==> src/common/tomasulo_pkg.sv <==
`default_nettype none

package tomasulo_pkg;

    // ####################
    // Sizes
    // ####################
    localparam int data_width = 32;
    localparam int tag_width = 4;   // Tag 0 means no dependency.
    localparam int rs_size = 8;
    localparam int lsb_depth = 4;
    localparam int mem_words = 16;

    localparam int rs_idx_width = $clog2(rs_size);
    localparam int lsb_ptr_width = $clog2(lsb_depth);
    localparam int lsb_count_width = $clog2(lsb_depth) + 1;
    localparam int mem_addr_width = $clog2(mem_words);

    typedef logic [tag_width-1:0] rob_tag_t;
    typedef logic [data_width-1:0] data_t;

    // ####################
    // Op codes
    // ####################
    typedef enum logic {
        class_alu = 1'b0,
        class_mem = 1'b1
    } op_class_t;

    typedef enum logic [2:0] {
        alu_add = 3'd0,
        alu_sub = 3'd1,
        alu_and = 3'd2,
        alu_or  = 3'd3,
        alu_xor = 3'd4,
        alu_sll = 3'd5,
        alu_srl = 3'd6,
        alu_slt = 3'd7
    } alu_func_t;

    typedef enum logic {
        mem_load  = 1'b0,
        mem_store = 1'b1
    } mem_func_t;

    typedef struct packed {
        logic [1:0] spare;  // Kept zero.
        mem_func_t  func;
    } mem_code_t;

    // Meaning depends on the op class.
    typedef union packed {
        alu_func_t alu;
        mem_code_t mem;
    } op_code_u;

    // ####################
    // Transfers
    // ####################
    typedef struct packed {
        rob_tag_t  rob_tag;
        op_class_t op_class;
        op_code_u  op;
        data_t     rs1_val;
        rob_tag_t  rs1_tag;
        data_t     rs2_val;
        rob_tag_t  rs2_tag;
        data_t     imm;
        data_t     pc;
    } issue_entry_t;

    typedef struct packed {
        rob_tag_t rob_tag;
        op_code_u op;
        data_t    rs1;
        data_t    rs2;
        data_t    imm;
        data_t    pc;
    } exec_req_t;

    typedef struct packed {
        logic     valid;
        rob_tag_t rob_tag;
        data_t    result;
    } cdb_t;

endpackage

`default_nettype wire

==> src/reservation_station/reservation_station.sv <==
`timescale 1ns/1ps
`default_nettype none

module reservation_station import tomasulo_pkg::*; (
    input  logic         clk_in,
    input  logic         reset,
    input  logic         flush,
    input  logic         issue_valid,
    input  issue_entry_t issue,
    output logic         issue_ready,
    input  cdb_t         cdb,
    output logic         alu_req_valid,
    output exec_req_t    alu_req,
    input  logic         alu_req_ready,
    output logic         mem_req_valid,
    output exec_req_t    mem_req,
    input  logic         mem_req_ready
);

    issue_entry_t entries [rs_size];
    issue_entry_t woken [rs_size];
    issue_entry_t issue_woken;
    logic [rs_size-1:0] busy;
    logic [rs_size-1:0] in_flight;     // Copied into a dispatch register.
    logic [rs_size-1:0] alu_ready_vec;
    logic [rs_size-1:0] mem_ready_vec;
    logic [rs_idx_width-1:0] free_idx;
    logic [rs_idx_width-1:0] alu_pick;
    logic [rs_idx_width-1:0] mem_pick;
    logic [rs_idx_width-1:0] alu_idx;
    logic [rs_idx_width-1:0] mem_idx;
    logic issue_fire;
    logic alu_fire;
    logic mem_fire;
    logic alu_load;
    logic mem_load;

    // Apply a CDB broadcast to both operands.
    function automatic issue_entry_t wake(issue_entry_t e, cdb_t c);
        issue_entry_t w;
        w = e;
        if (c.valid && e.rs1_tag != '0 && e.rs1_tag == c.rob_tag) begin
            w.rs1_val = c.result;
            w.rs1_tag = '0;
        end
        if (c.valid && e.rs2_tag != '0 && e.rs2_tag == c.rob_tag) begin
            w.rs2_val = c.result;
            w.rs2_tag = '0;
        end
        return w;
    endfunction

    function automatic exec_req_t to_exec(issue_entry_t e);
        exec_req_t r;
        r.rob_tag = e.rob_tag;
        r.op = e.op;
        r.rs1 = e.rs1_val;
        r.rs2 = e.rs2_val;
        r.imm = e.imm;
        r.pc = e.pc;
        return r;
    endfunction

    // ####################
    // Wakeup and search
    // ####################
    assign issue_woken = wake(issue, cdb);

    always_comb begin
        for (int i = 0; i < rs_size; i++) begin
            woken[i] = wake(entries[i], cdb);
            alu_ready_vec[i] = busy[i] && !in_flight[i] && woken[i].rs1_tag == '0
                               && woken[i].rs2_tag == '0 && woken[i].op_class == class_alu;
            mem_ready_vec[i] = busy[i] && !in_flight[i] && woken[i].rs1_tag == '0
                               && woken[i].rs2_tag == '0 && woken[i].op_class == class_mem;
        end
    end

    // Walk downward so the lowest index wins.
    always_comb begin
        free_idx = '0;
        alu_pick = '0;
        mem_pick = '0;
        for (int i = rs_size - 1; i >= 0; i--) begin
            if (!busy[i]) free_idx = rs_idx_width'(i);
            if (alu_ready_vec[i]) alu_pick = rs_idx_width'(i);
            if (mem_ready_vec[i]) mem_pick = rs_idx_width'(i);
        end
    end

    assign issue_ready = ~&busy;
    assign issue_fire = issue_valid && issue_ready;
    assign alu_fire = alu_req_valid && alu_req_ready;
    assign mem_fire = mem_req_valid && mem_req_ready;
    assign alu_load = |alu_ready_vec && (!alu_req_valid || alu_req_ready);
    assign mem_load = |mem_ready_vec && (!mem_req_valid || mem_req_ready);

    // ####################
    // Control state
    // ####################
    always_ff @(posedge clk_in) begin
        if (reset || flush) begin
            busy <= '0;
            in_flight <= '0;
            alu_req_valid <= 1'b0;
            mem_req_valid <= 1'b0;
            alu_idx <= '0;
            mem_idx <= '0;
        end else begin
            if (alu_fire) begin  // Entry leaves on handover.
                busy[alu_idx] <= 1'b0;
                in_flight[alu_idx] <= 1'b0;
            end
            if (mem_fire) begin
                busy[mem_idx] <= 1'b0;
                in_flight[mem_idx] <= 1'b0;
            end
            if (alu_load) begin
                in_flight[alu_pick] <= 1'b1;
                alu_idx <= alu_pick;
                alu_req_valid <= 1'b1;
            end else if (alu_fire) begin
                alu_req_valid <= 1'b0;
            end
            if (mem_load) begin
                in_flight[mem_pick] <= 1'b1;
                mem_idx <= mem_pick;
                mem_req_valid <= 1'b1;
            end else if (mem_fire) begin
                mem_req_valid <= 1'b0;
            end
            if (issue_fire) busy[free_idx] <= 1'b1;
        end
    end

    // Payload.
    always_ff @(posedge clk_in) begin
        for (int i = 0; i < rs_size; i++) begin
            if (busy[i]) entries[i] <= woken[i];
        end
        if (issue_fire) entries[free_idx] <= issue_woken;
        if (alu_load) alu_req <= to_exec(woken[alu_pick]);
        if (mem_load) mem_req <= to_exec(woken[mem_pick]);
    end

endmodule

`default_nettype wire

==> src/design/alu_unit.sv <==
`timescale 1ns/1ps
`default_nettype none

module alu_unit import tomasulo_pkg::*; (
    input  logic      clk_in,
    input  logic      reset,
    input  logic      flush,
    input  logic      req_valid,
    input  exec_req_t req,
    output logic      req_ready,
    output logic      cdb_req,
    output cdb_t      result,
    input  logic      grant
);

    logic held;
    rob_tag_t held_tag;
    data_t held_value;
    data_t alu_out;
    logic accept;

    always_comb begin
        case (req.op.alu)
            alu_add: alu_out = req.rs1 + req.rs2;
            alu_sub: alu_out = req.rs1 - req.rs2;
            alu_and: alu_out = req.rs1 & req.rs2;
            alu_or:  alu_out = req.rs1 | req.rs2;
            alu_xor: alu_out = req.rs1 ^ req.rs2;
            alu_sll: alu_out = req.rs1 << req.rs2[4:0];
            alu_srl: alu_out = req.rs1 >> req.rs2[4:0];
            alu_slt: alu_out = data_t'($signed(req.rs1) < $signed(req.rs2));
            default: alu_out = '0;
        endcase
    end

    // Holder frees up in the cycle it wins the bus.
    assign req_ready = !held || grant;
    assign accept = req_valid && req_ready;

    always_ff @(posedge clk_in) begin
        if (reset || flush) begin
            held <= 1'b0;
        end else if (accept) begin
            held <= 1'b1;
        end else if (grant) begin
            held <= 1'b0;
        end
    end

    always_ff @(posedge clk_in) begin
        if (accept) begin
            held_tag <= req.rob_tag;
            held_value <= alu_out;
        end
    end

    assign cdb_req = held;
    assign result = '{valid: held, rob_tag: held_tag, result: held_value};

endmodule

`default_nettype wire

==> src/design/load_store_buffer.sv <==
`timescale 1ns/1ps
`default_nettype none

module load_store_buffer import tomasulo_pkg::*; (
    input  logic      clk_in,
    input  logic      reset,
    input  logic      flush,
    input  logic      req_valid,
    input  exec_req_t req,
    output logic      req_ready,
    output logic      cdb_req,
    output cdb_t      result,
    input  logic      grant
);

    exec_req_t queue [lsb_depth];
    data_t mem [mem_words];
    logic [lsb_ptr_width-1:0] head_ptr;
    logic [lsb_ptr_width-1:0] tail_ptr;
    logic [lsb_count_width-1:0] count;
    exec_req_t head;
    data_t head_sum;
    logic [mem_addr_width-1:0] head_addr;
    logic is_store;
    logic push;
    logic pop;
    logic held;
    rob_tag_t held_tag;
    data_t held_value;

    // ####################
    // Queue
    // ####################
    assign req_ready = count < lsb_depth;
    assign push = req_valid && req_ready;
    assign pop = count != '0 && (!held || grant);  // Head moves to holder.

    assign head = queue[head_ptr];
    assign head_sum = head.rs1 + head.imm;
    assign head_addr = head_sum[mem_addr_width-1:0];  // Word index.
    assign is_store = head.op.mem.func == mem_store;

    always_ff @(posedge clk_in) begin
        if (reset || flush) begin
            head_ptr <= '0;
            tail_ptr <= '0;
            count <= '0;
        end else begin
            if (push) tail_ptr <= tail_ptr + 1'b1;
            if (pop) head_ptr <= head_ptr + 1'b1;
            case ({push, pop})
                2'b10: count <= count + 1'b1;
                2'b01: count <= count - 1'b1;
                default: count <= count;
            endcase
        end
    end

    always_ff @(posedge clk_in) begin
        if (push) queue[tail_ptr] <= req;
    end

    // ####################
    // Memory and holder
    // ####################
    always_ff @(posedge clk_in) begin
        if (reset) begin
            for (int i = 0; i < mem_words; i++) begin
                mem[i] <= '0;
            end
        end else if (pop && is_store) begin
            mem[head_addr] <= head.rs2;
        end
    end

    always_ff @(posedge clk_in) begin
        if (reset || flush) begin
            held <= 1'b0;
        end else if (pop) begin
            held <= 1'b1;
        end else if (grant) begin
            held <= 1'b0;
        end
    end

    always_ff @(posedge clk_in) begin
        if (pop) begin
            held_tag <= head.rob_tag;
            held_value <= is_store ? '0 : mem[head_addr];  // Stores report 0.
        end
    end

    assign cdb_req = held;
    assign result = '{valid: held, rob_tag: held_tag, result: held_value};

endmodule

`default_nettype wire

==> src/design/cdb_arbiter.sv <==
`timescale 1ns/1ps
`default_nettype none

module cdb_arbiter import tomasulo_pkg::*; (
    input  logic clk_in,
    input  logic reset,
    input  logic alu_req,
    input  cdb_t alu_result,
    input  logic lsb_req,
    input  cdb_t lsb_result,
    output logic alu_grant,
    output logic lsb_grant,
    output cdb_t cdb
);

    logic lsb_first;  // Low favours the ALU.

    assign alu_grant = alu_req && (!lsb_req || !lsb_first);
    assign lsb_grant = lsb_req && (!alu_req || lsb_first);

    always_ff @(posedge clk_in) begin
        if (reset) begin
            lsb_first <= 1'b0;
        end else if (alu_grant) begin
            lsb_first <= 1'b1;
        end else if (lsb_grant) begin
            lsb_first <= 1'b0;
        end
    end

    always_comb begin
        if (alu_grant) begin
            cdb = alu_result;
        end else if (lsb_grant) begin
            cdb = lsb_result;
        end else begin
            cdb = '0;  // Bus idle.
        end
    end

endmodule

`default_nettype wire

==> src/design/exec_core.sv <==
`timescale 1ns/1ps
`default_nettype none

module exec_core import tomasulo_pkg::*; (
    input  logic         clk_in,
    input  logic         reset,
    input  logic         flush,
    input  logic         issue_valid,
    input  issue_entry_t issue,
    output logic         issue_ready,
    output cdb_t         cdb
);

    logic alu_req_valid;
    exec_req_t alu_req;
    logic alu_req_ready;
    logic mem_req_valid;
    exec_req_t mem_req;
    logic mem_req_ready;
    logic alu_cdb_req;
    cdb_t alu_result;
    logic alu_grant;
    logic lsb_cdb_req;
    cdb_t lsb_result;
    logic lsb_grant;

    reservation_station u_rs (
        .clk_in        (clk_in),
        .reset         (reset),
        .flush         (flush),
        .issue_valid   (issue_valid),
        .issue         (issue),
        .issue_ready   (issue_ready),
        .cdb           (cdb),
        .alu_req_valid (alu_req_valid),
        .alu_req       (alu_req),
        .alu_req_ready (alu_req_ready),
        .mem_req_valid (mem_req_valid),
        .mem_req       (mem_req),
        .mem_req_ready (mem_req_ready)
    );

    alu_unit u_alu (
        .clk_in    (clk_in),
        .reset     (reset),
        .flush     (flush),
        .req_valid (alu_req_valid),
        .req       (alu_req),
        .req_ready (alu_req_ready),
        .cdb_req   (alu_cdb_req),
        .result    (alu_result),
        .grant     (alu_grant)
    );

    load_store_buffer u_lsb (
        .clk_in    (clk_in),
        .reset     (reset),
        .flush     (flush),
        .req_valid (mem_req_valid),
        .req       (mem_req),
        .req_ready (mem_req_ready),
        .cdb_req   (lsb_cdb_req),
        .result    (lsb_result),
        .grant     (lsb_grant)
    );

    // Flush also returns priority to the ALU.
    cdb_arbiter u_arb (
        .clk_in     (clk_in),
        .reset      (reset || flush),
        .alu_req    (alu_cdb_req),
        .alu_result (alu_result),
        .lsb_req    (lsb_cdb_req),
        .lsb_result (lsb_result),
        .alu_grant  (alu_grant),
        .lsb_grant  (lsb_grant),
        .cdb        (cdb)
    );

endmodule

`default_nettype wire

==> config.mk <==
export PLATFORM = sky130hd
export DESIGN_NAME = exec_core
export DESIGN_NICKNAME = d
export VERILOG_FILES = /design/src/common/tomasulo_pkg.sv /design/src/reservation_station/reservation_station.sv /design/src/design/alu_unit.sv /design/src/design/load_store_buffer.sv /design/src/design/cdb_arbiter.sv /design/src/design/exec_core.sv
export SDC_FILE = /design/constraint.sdc
export NUM_CORES = 2
export LEC_CHECK = 0
export BUFFER_PORTS_ARGS = -buffer_cell sky130_fd_sc_hd__buf_2
export CORE_ASPECT_RATIO = 1.4
export CORE_UTILIZATION = 40
export CTS_BUF_LIST = sky130_fd_sc_hd__clkbuf_8
export DETAILED_ROUTE_END_ITERATION = 8
export PLACE_DENSITY_LB_ADDON = 0.05
export SYNTH_ARGS = -nofsm -noshare
export SYNTH_HDL_FRONTEND = slang
export SYNTH_SLANG_ARGS = --single-unit
==> constraint.sdc <==
create_clock -name clk_in -period 13.7 [get_ports clk_in]
set_input_delay 1.37 -clock clk_in [delete_from_list [all_inputs] [get_ports clk_in]]
set_output_delay 1.37 -clock clk_in [all_outputs]
set_load 0.05 [all_outputs]
==> impl_metrics.ini <==
[finish]
area_growth_pct = 10.5
drive_gt1_share_pct = 14.6
nets = 8201
mostFrequentLayoutCell = edfxtp_1
nFillCells = 20500
final_cell_mix = edfxtp_1 (1552), nor2_1 (1010), a21oi_1 (897), o22ai_1 (665), nand2_1 (452)

[logic_synthesis]
yosys_warnings = 0
netlist_area_um2 = 85900
synth_edf_count = 1552
synthArstFlopShare_pct = 0
synth-seq-cells = 1588
syn_nets = 8275
ys.flop_type = edfxtp_1
syn_avg_cell_area_um2 = 10.7
synth_cells = 8018
ys_types = 104
ys_seq_area_share_pct = 55.1

[sta]
holdWs_ps = 436
tightest_slew_ps = 1440
finalHoldViolCount = 0
setup_viol = 0
drv_slew = 0
rsz0062_at_grt = false
skew_ps = 98.1
fmax_mhz = 118
setup_slack_ps = 5260
slew_headroom_pct = 3.58
finalCriticalPeriod_ps = 8440
setup_tns_ps = 0
finalCritPeriodShare_pct = 61.6

[worst_hold_path]
min_path_type = reg2reg
min_delay_path_depth = 0

[grt]
grt-ovfl-total = 0
met2_usage_pct = 59.8
antenna_found_initial = 46
grt_pass1_wl_um = 550000
met1_usage_pct = 41.1
use_met3_pct = 8.68
grt_pass1_vias = 71700
top_usage_layer = met2
grt_usage_pct = 35.7
grt_max_degree = 130

[drt]
ant_nets = 0
first_pass_iters = 6
vias_per_cell = 6.72
drtIter0Drc = 9072
drc = 0
vias = 73900
wire_per_inst_um = 36.3
wl_um = 399000

[power_and_ir_drop]
p_int_uw = 7560
p_sw_uw = 2450
powerDensity_nw_per_um2 = 105
combPwrFrac_pct = 3.9
ir_drop_uv = 70.1
p_seq_share_pct = 54.3
pwr-share-clk_pct = 41.8
swShare_pct = 24.5
p_leak_uw = 0.0324

[die]
ios = 186
rows = 201
die_x_um = 394
die_height_um = 550
die_area_um2 = 217000
core_area_um2 = 214000
initial_utilization_pct = 40.2

[placed_design]
dp_hpwl_um = 254000
place_congestion = 1.02
portBuffers = 125
place_ws_ps = 5420

[clock_tree]
path_clk_slew_ps = 60
cts_sinks = 1588
clk_path_buf_depth = 4
cts_resized = 0
numCtsBuffers = 282
clkLatencyLatePin_ps = 990
htree_levels = 5
ctsHoldBuffers = 0
clockRootBuffer = clkbuf_8
cts_tree = yes
cts_setup_buffers = 0

[critical_path]
cp_max_fo = 98
critical_path_class = reg2reg
worstPathRequired_ps = 14370
crit_path_end_kind = register
rr_worst_depth = 17
worstPathArrival_ps = 9120
cp-start-kind = register

[run]
maxCapViolations = 0

[status]
status = finished, final reports clean
metal layers:
layer  up-vias  wire length [um]  part of all wire (%)
met5         -               275                 0.069
met4        42             28800                   7.2
met3      1486             38400                   9.6
met2      4726            191000                    48
met1     36900            141000                    35
li1      30800                 -                     -
worst max-delay path, cell delays in order, from the launching register on:
cell       delay, ps
dfxtp_1          480
a21boi_4         540
buf_4            630
a22oi_4          290
inv_2            380
buf_4            460
xor2_1           180
o41ai_1          670
nand2_1          180
nor3b_1          370
a311oi_4         140
o22a_1           500
nor2_8           880
buf_12           550
a21o_1           960
a21oi_1          180
a2111oi_0        480
o21ai_1          170
power groups by stage:
| stage | Clock (uW) | Combinational, uW | Sequential, uW |
|---|---|---|---|
| after floorplan | 0 | 220 | 5520 |
| after global placement | 0 | 381 | 5530 |
| after detailed placement | 0 | 384 | 5530 |
| after CTS | 4260 | 385 | 5430 |
| after global routing | 4450 | 411 | 5430 |
| final | 4190 | 392 | 5430 |
flip-flops by register name, indices dropped and copies added (netlist names), 3 cells and up, named ones only:
signal,cells
u_lsb.mem,512
u_rs.mem_req,45
u_rs.busy,8
u_lsb.held_value,32
u_lsb.count,3
u_rs.entries,672
u_rs.alu_idx,3
u_lsb.held_tag,4
u_alu.held_value,32
u_rs.alu_req,71
u_rs.in_flight,8
u_rs.mem_idx,3
u_alu.held_tag,4
u_lsb.queue,180
metrics by stage:
stage | util, % | instances | instance area (um2) | power, uW
after global routing | 44.4 | 11000 | 95000 | 10300
after detailed placement | 42.1 | 10500 | 90000 | 5910
after global placement | 42.1 | 10500 | 90000 | 5910
after CTS | 44.4 | 11000 | 95000 | 10100
final | 44.4 | 11000 | 95000 | 10000
after floorplan | - | 8018 | 85900 | 5740
cell usage after synthesis, drive strengths merged, types with 18 or more instances:
master / number / area share (%)
edfxtp: 1552 / 54
nor2: 1020 / 4.5
a21oi: 907 / 5.3
o22ai: 666 / 4.9
clkbuf: 621 / 2.7
nand2: 480 / 2.1
o21ai: 394 / 2.3
inv: 191 / 0.83
mux4: 179 / 4.7
nor3: 166 / 0.97
buf: 150 / 0.90
nand3: 147 / 0.86
mux2i: 113 / 1.3
a211oi: 108 / 0.94
ha: 105 / 1.5
a22oi: 80 / 0.72
o221ai: 79 / 0.81
xnor2: 79 / 0.82
or3: 68 / 0.49
o311ai: 53 / 0.55
nor2b: 51 / 0.37
a221oi: 50 / 0.51
nand2b: 49 / 0.36
a31oi: 45 / 0.33
a2111oi: 44 / 0.46
mux2: 39 / 0.51
o211ai: 39 / 0.34
dfxtp: 36 / 0.84
nor4: 34 / 0.26
a21o: 31 / 0.27
and3: 30 / 0.22
a22o: 26 / 0.26
o21bai: 24 / 0.21
o221a: 23 / 0.30
o32ai: 23 / 0.23
nand4: 22 / 0.16
and2: 19 / 0.14
or2: 19 / 0.14
a211o: 18 / 0.18
or4: 18 / 0.16
kinds of logic (layout without fill, tap and decap cells):
kind of cell / count (synthesis) / after routing / synth area share (%)
buffers and inverters: 971 / 1101 / 4.49
adder cells (fa/ha/maj): 110 / 110 / 1.63
AND/OR/NAND/NOR: 2144 / 2144 / 10.9
other: 0 / 19 / 0
flip-flops: 1588 / 1588 / 55.1
XOR/XNOR: 95 / 95 / 0.994
AO/OA/AOI/OAI: 2779 / 2779 / 20.4
multiplexers: 331 / 331 / 6.52
final cells by class:
cell class	instances	area [um2]	area share [%]
inverter	200	751	0.790
clock buffer	287	3950	4.16
tap	2842	3560	3.74
clock inverter	201	1030	1.09
timing repair buffer	413	2810	2.96
antenna	19	47.5	0.0500
multi-input combinational	5459	35500	37.4
sequential	1588	47300	49.8
final timing paths:
check | startpoint | endpoint | slack, ps
worst max-delay path | u_lsb.cdb_req | u_rs.alu_req[64] | 5260
worst min-delay path | u_rs.alu_req[132] | u_alu.held_tag[1] | 440
worst max register to register | u_lsb.cdb_req | u_rs.alu_req[64] | 5260
worst min register to register | u_rs.alu_req[132] | u_alu.held_tag[1] | 440
Note: power is estimated with default switching activity, not from simulation.
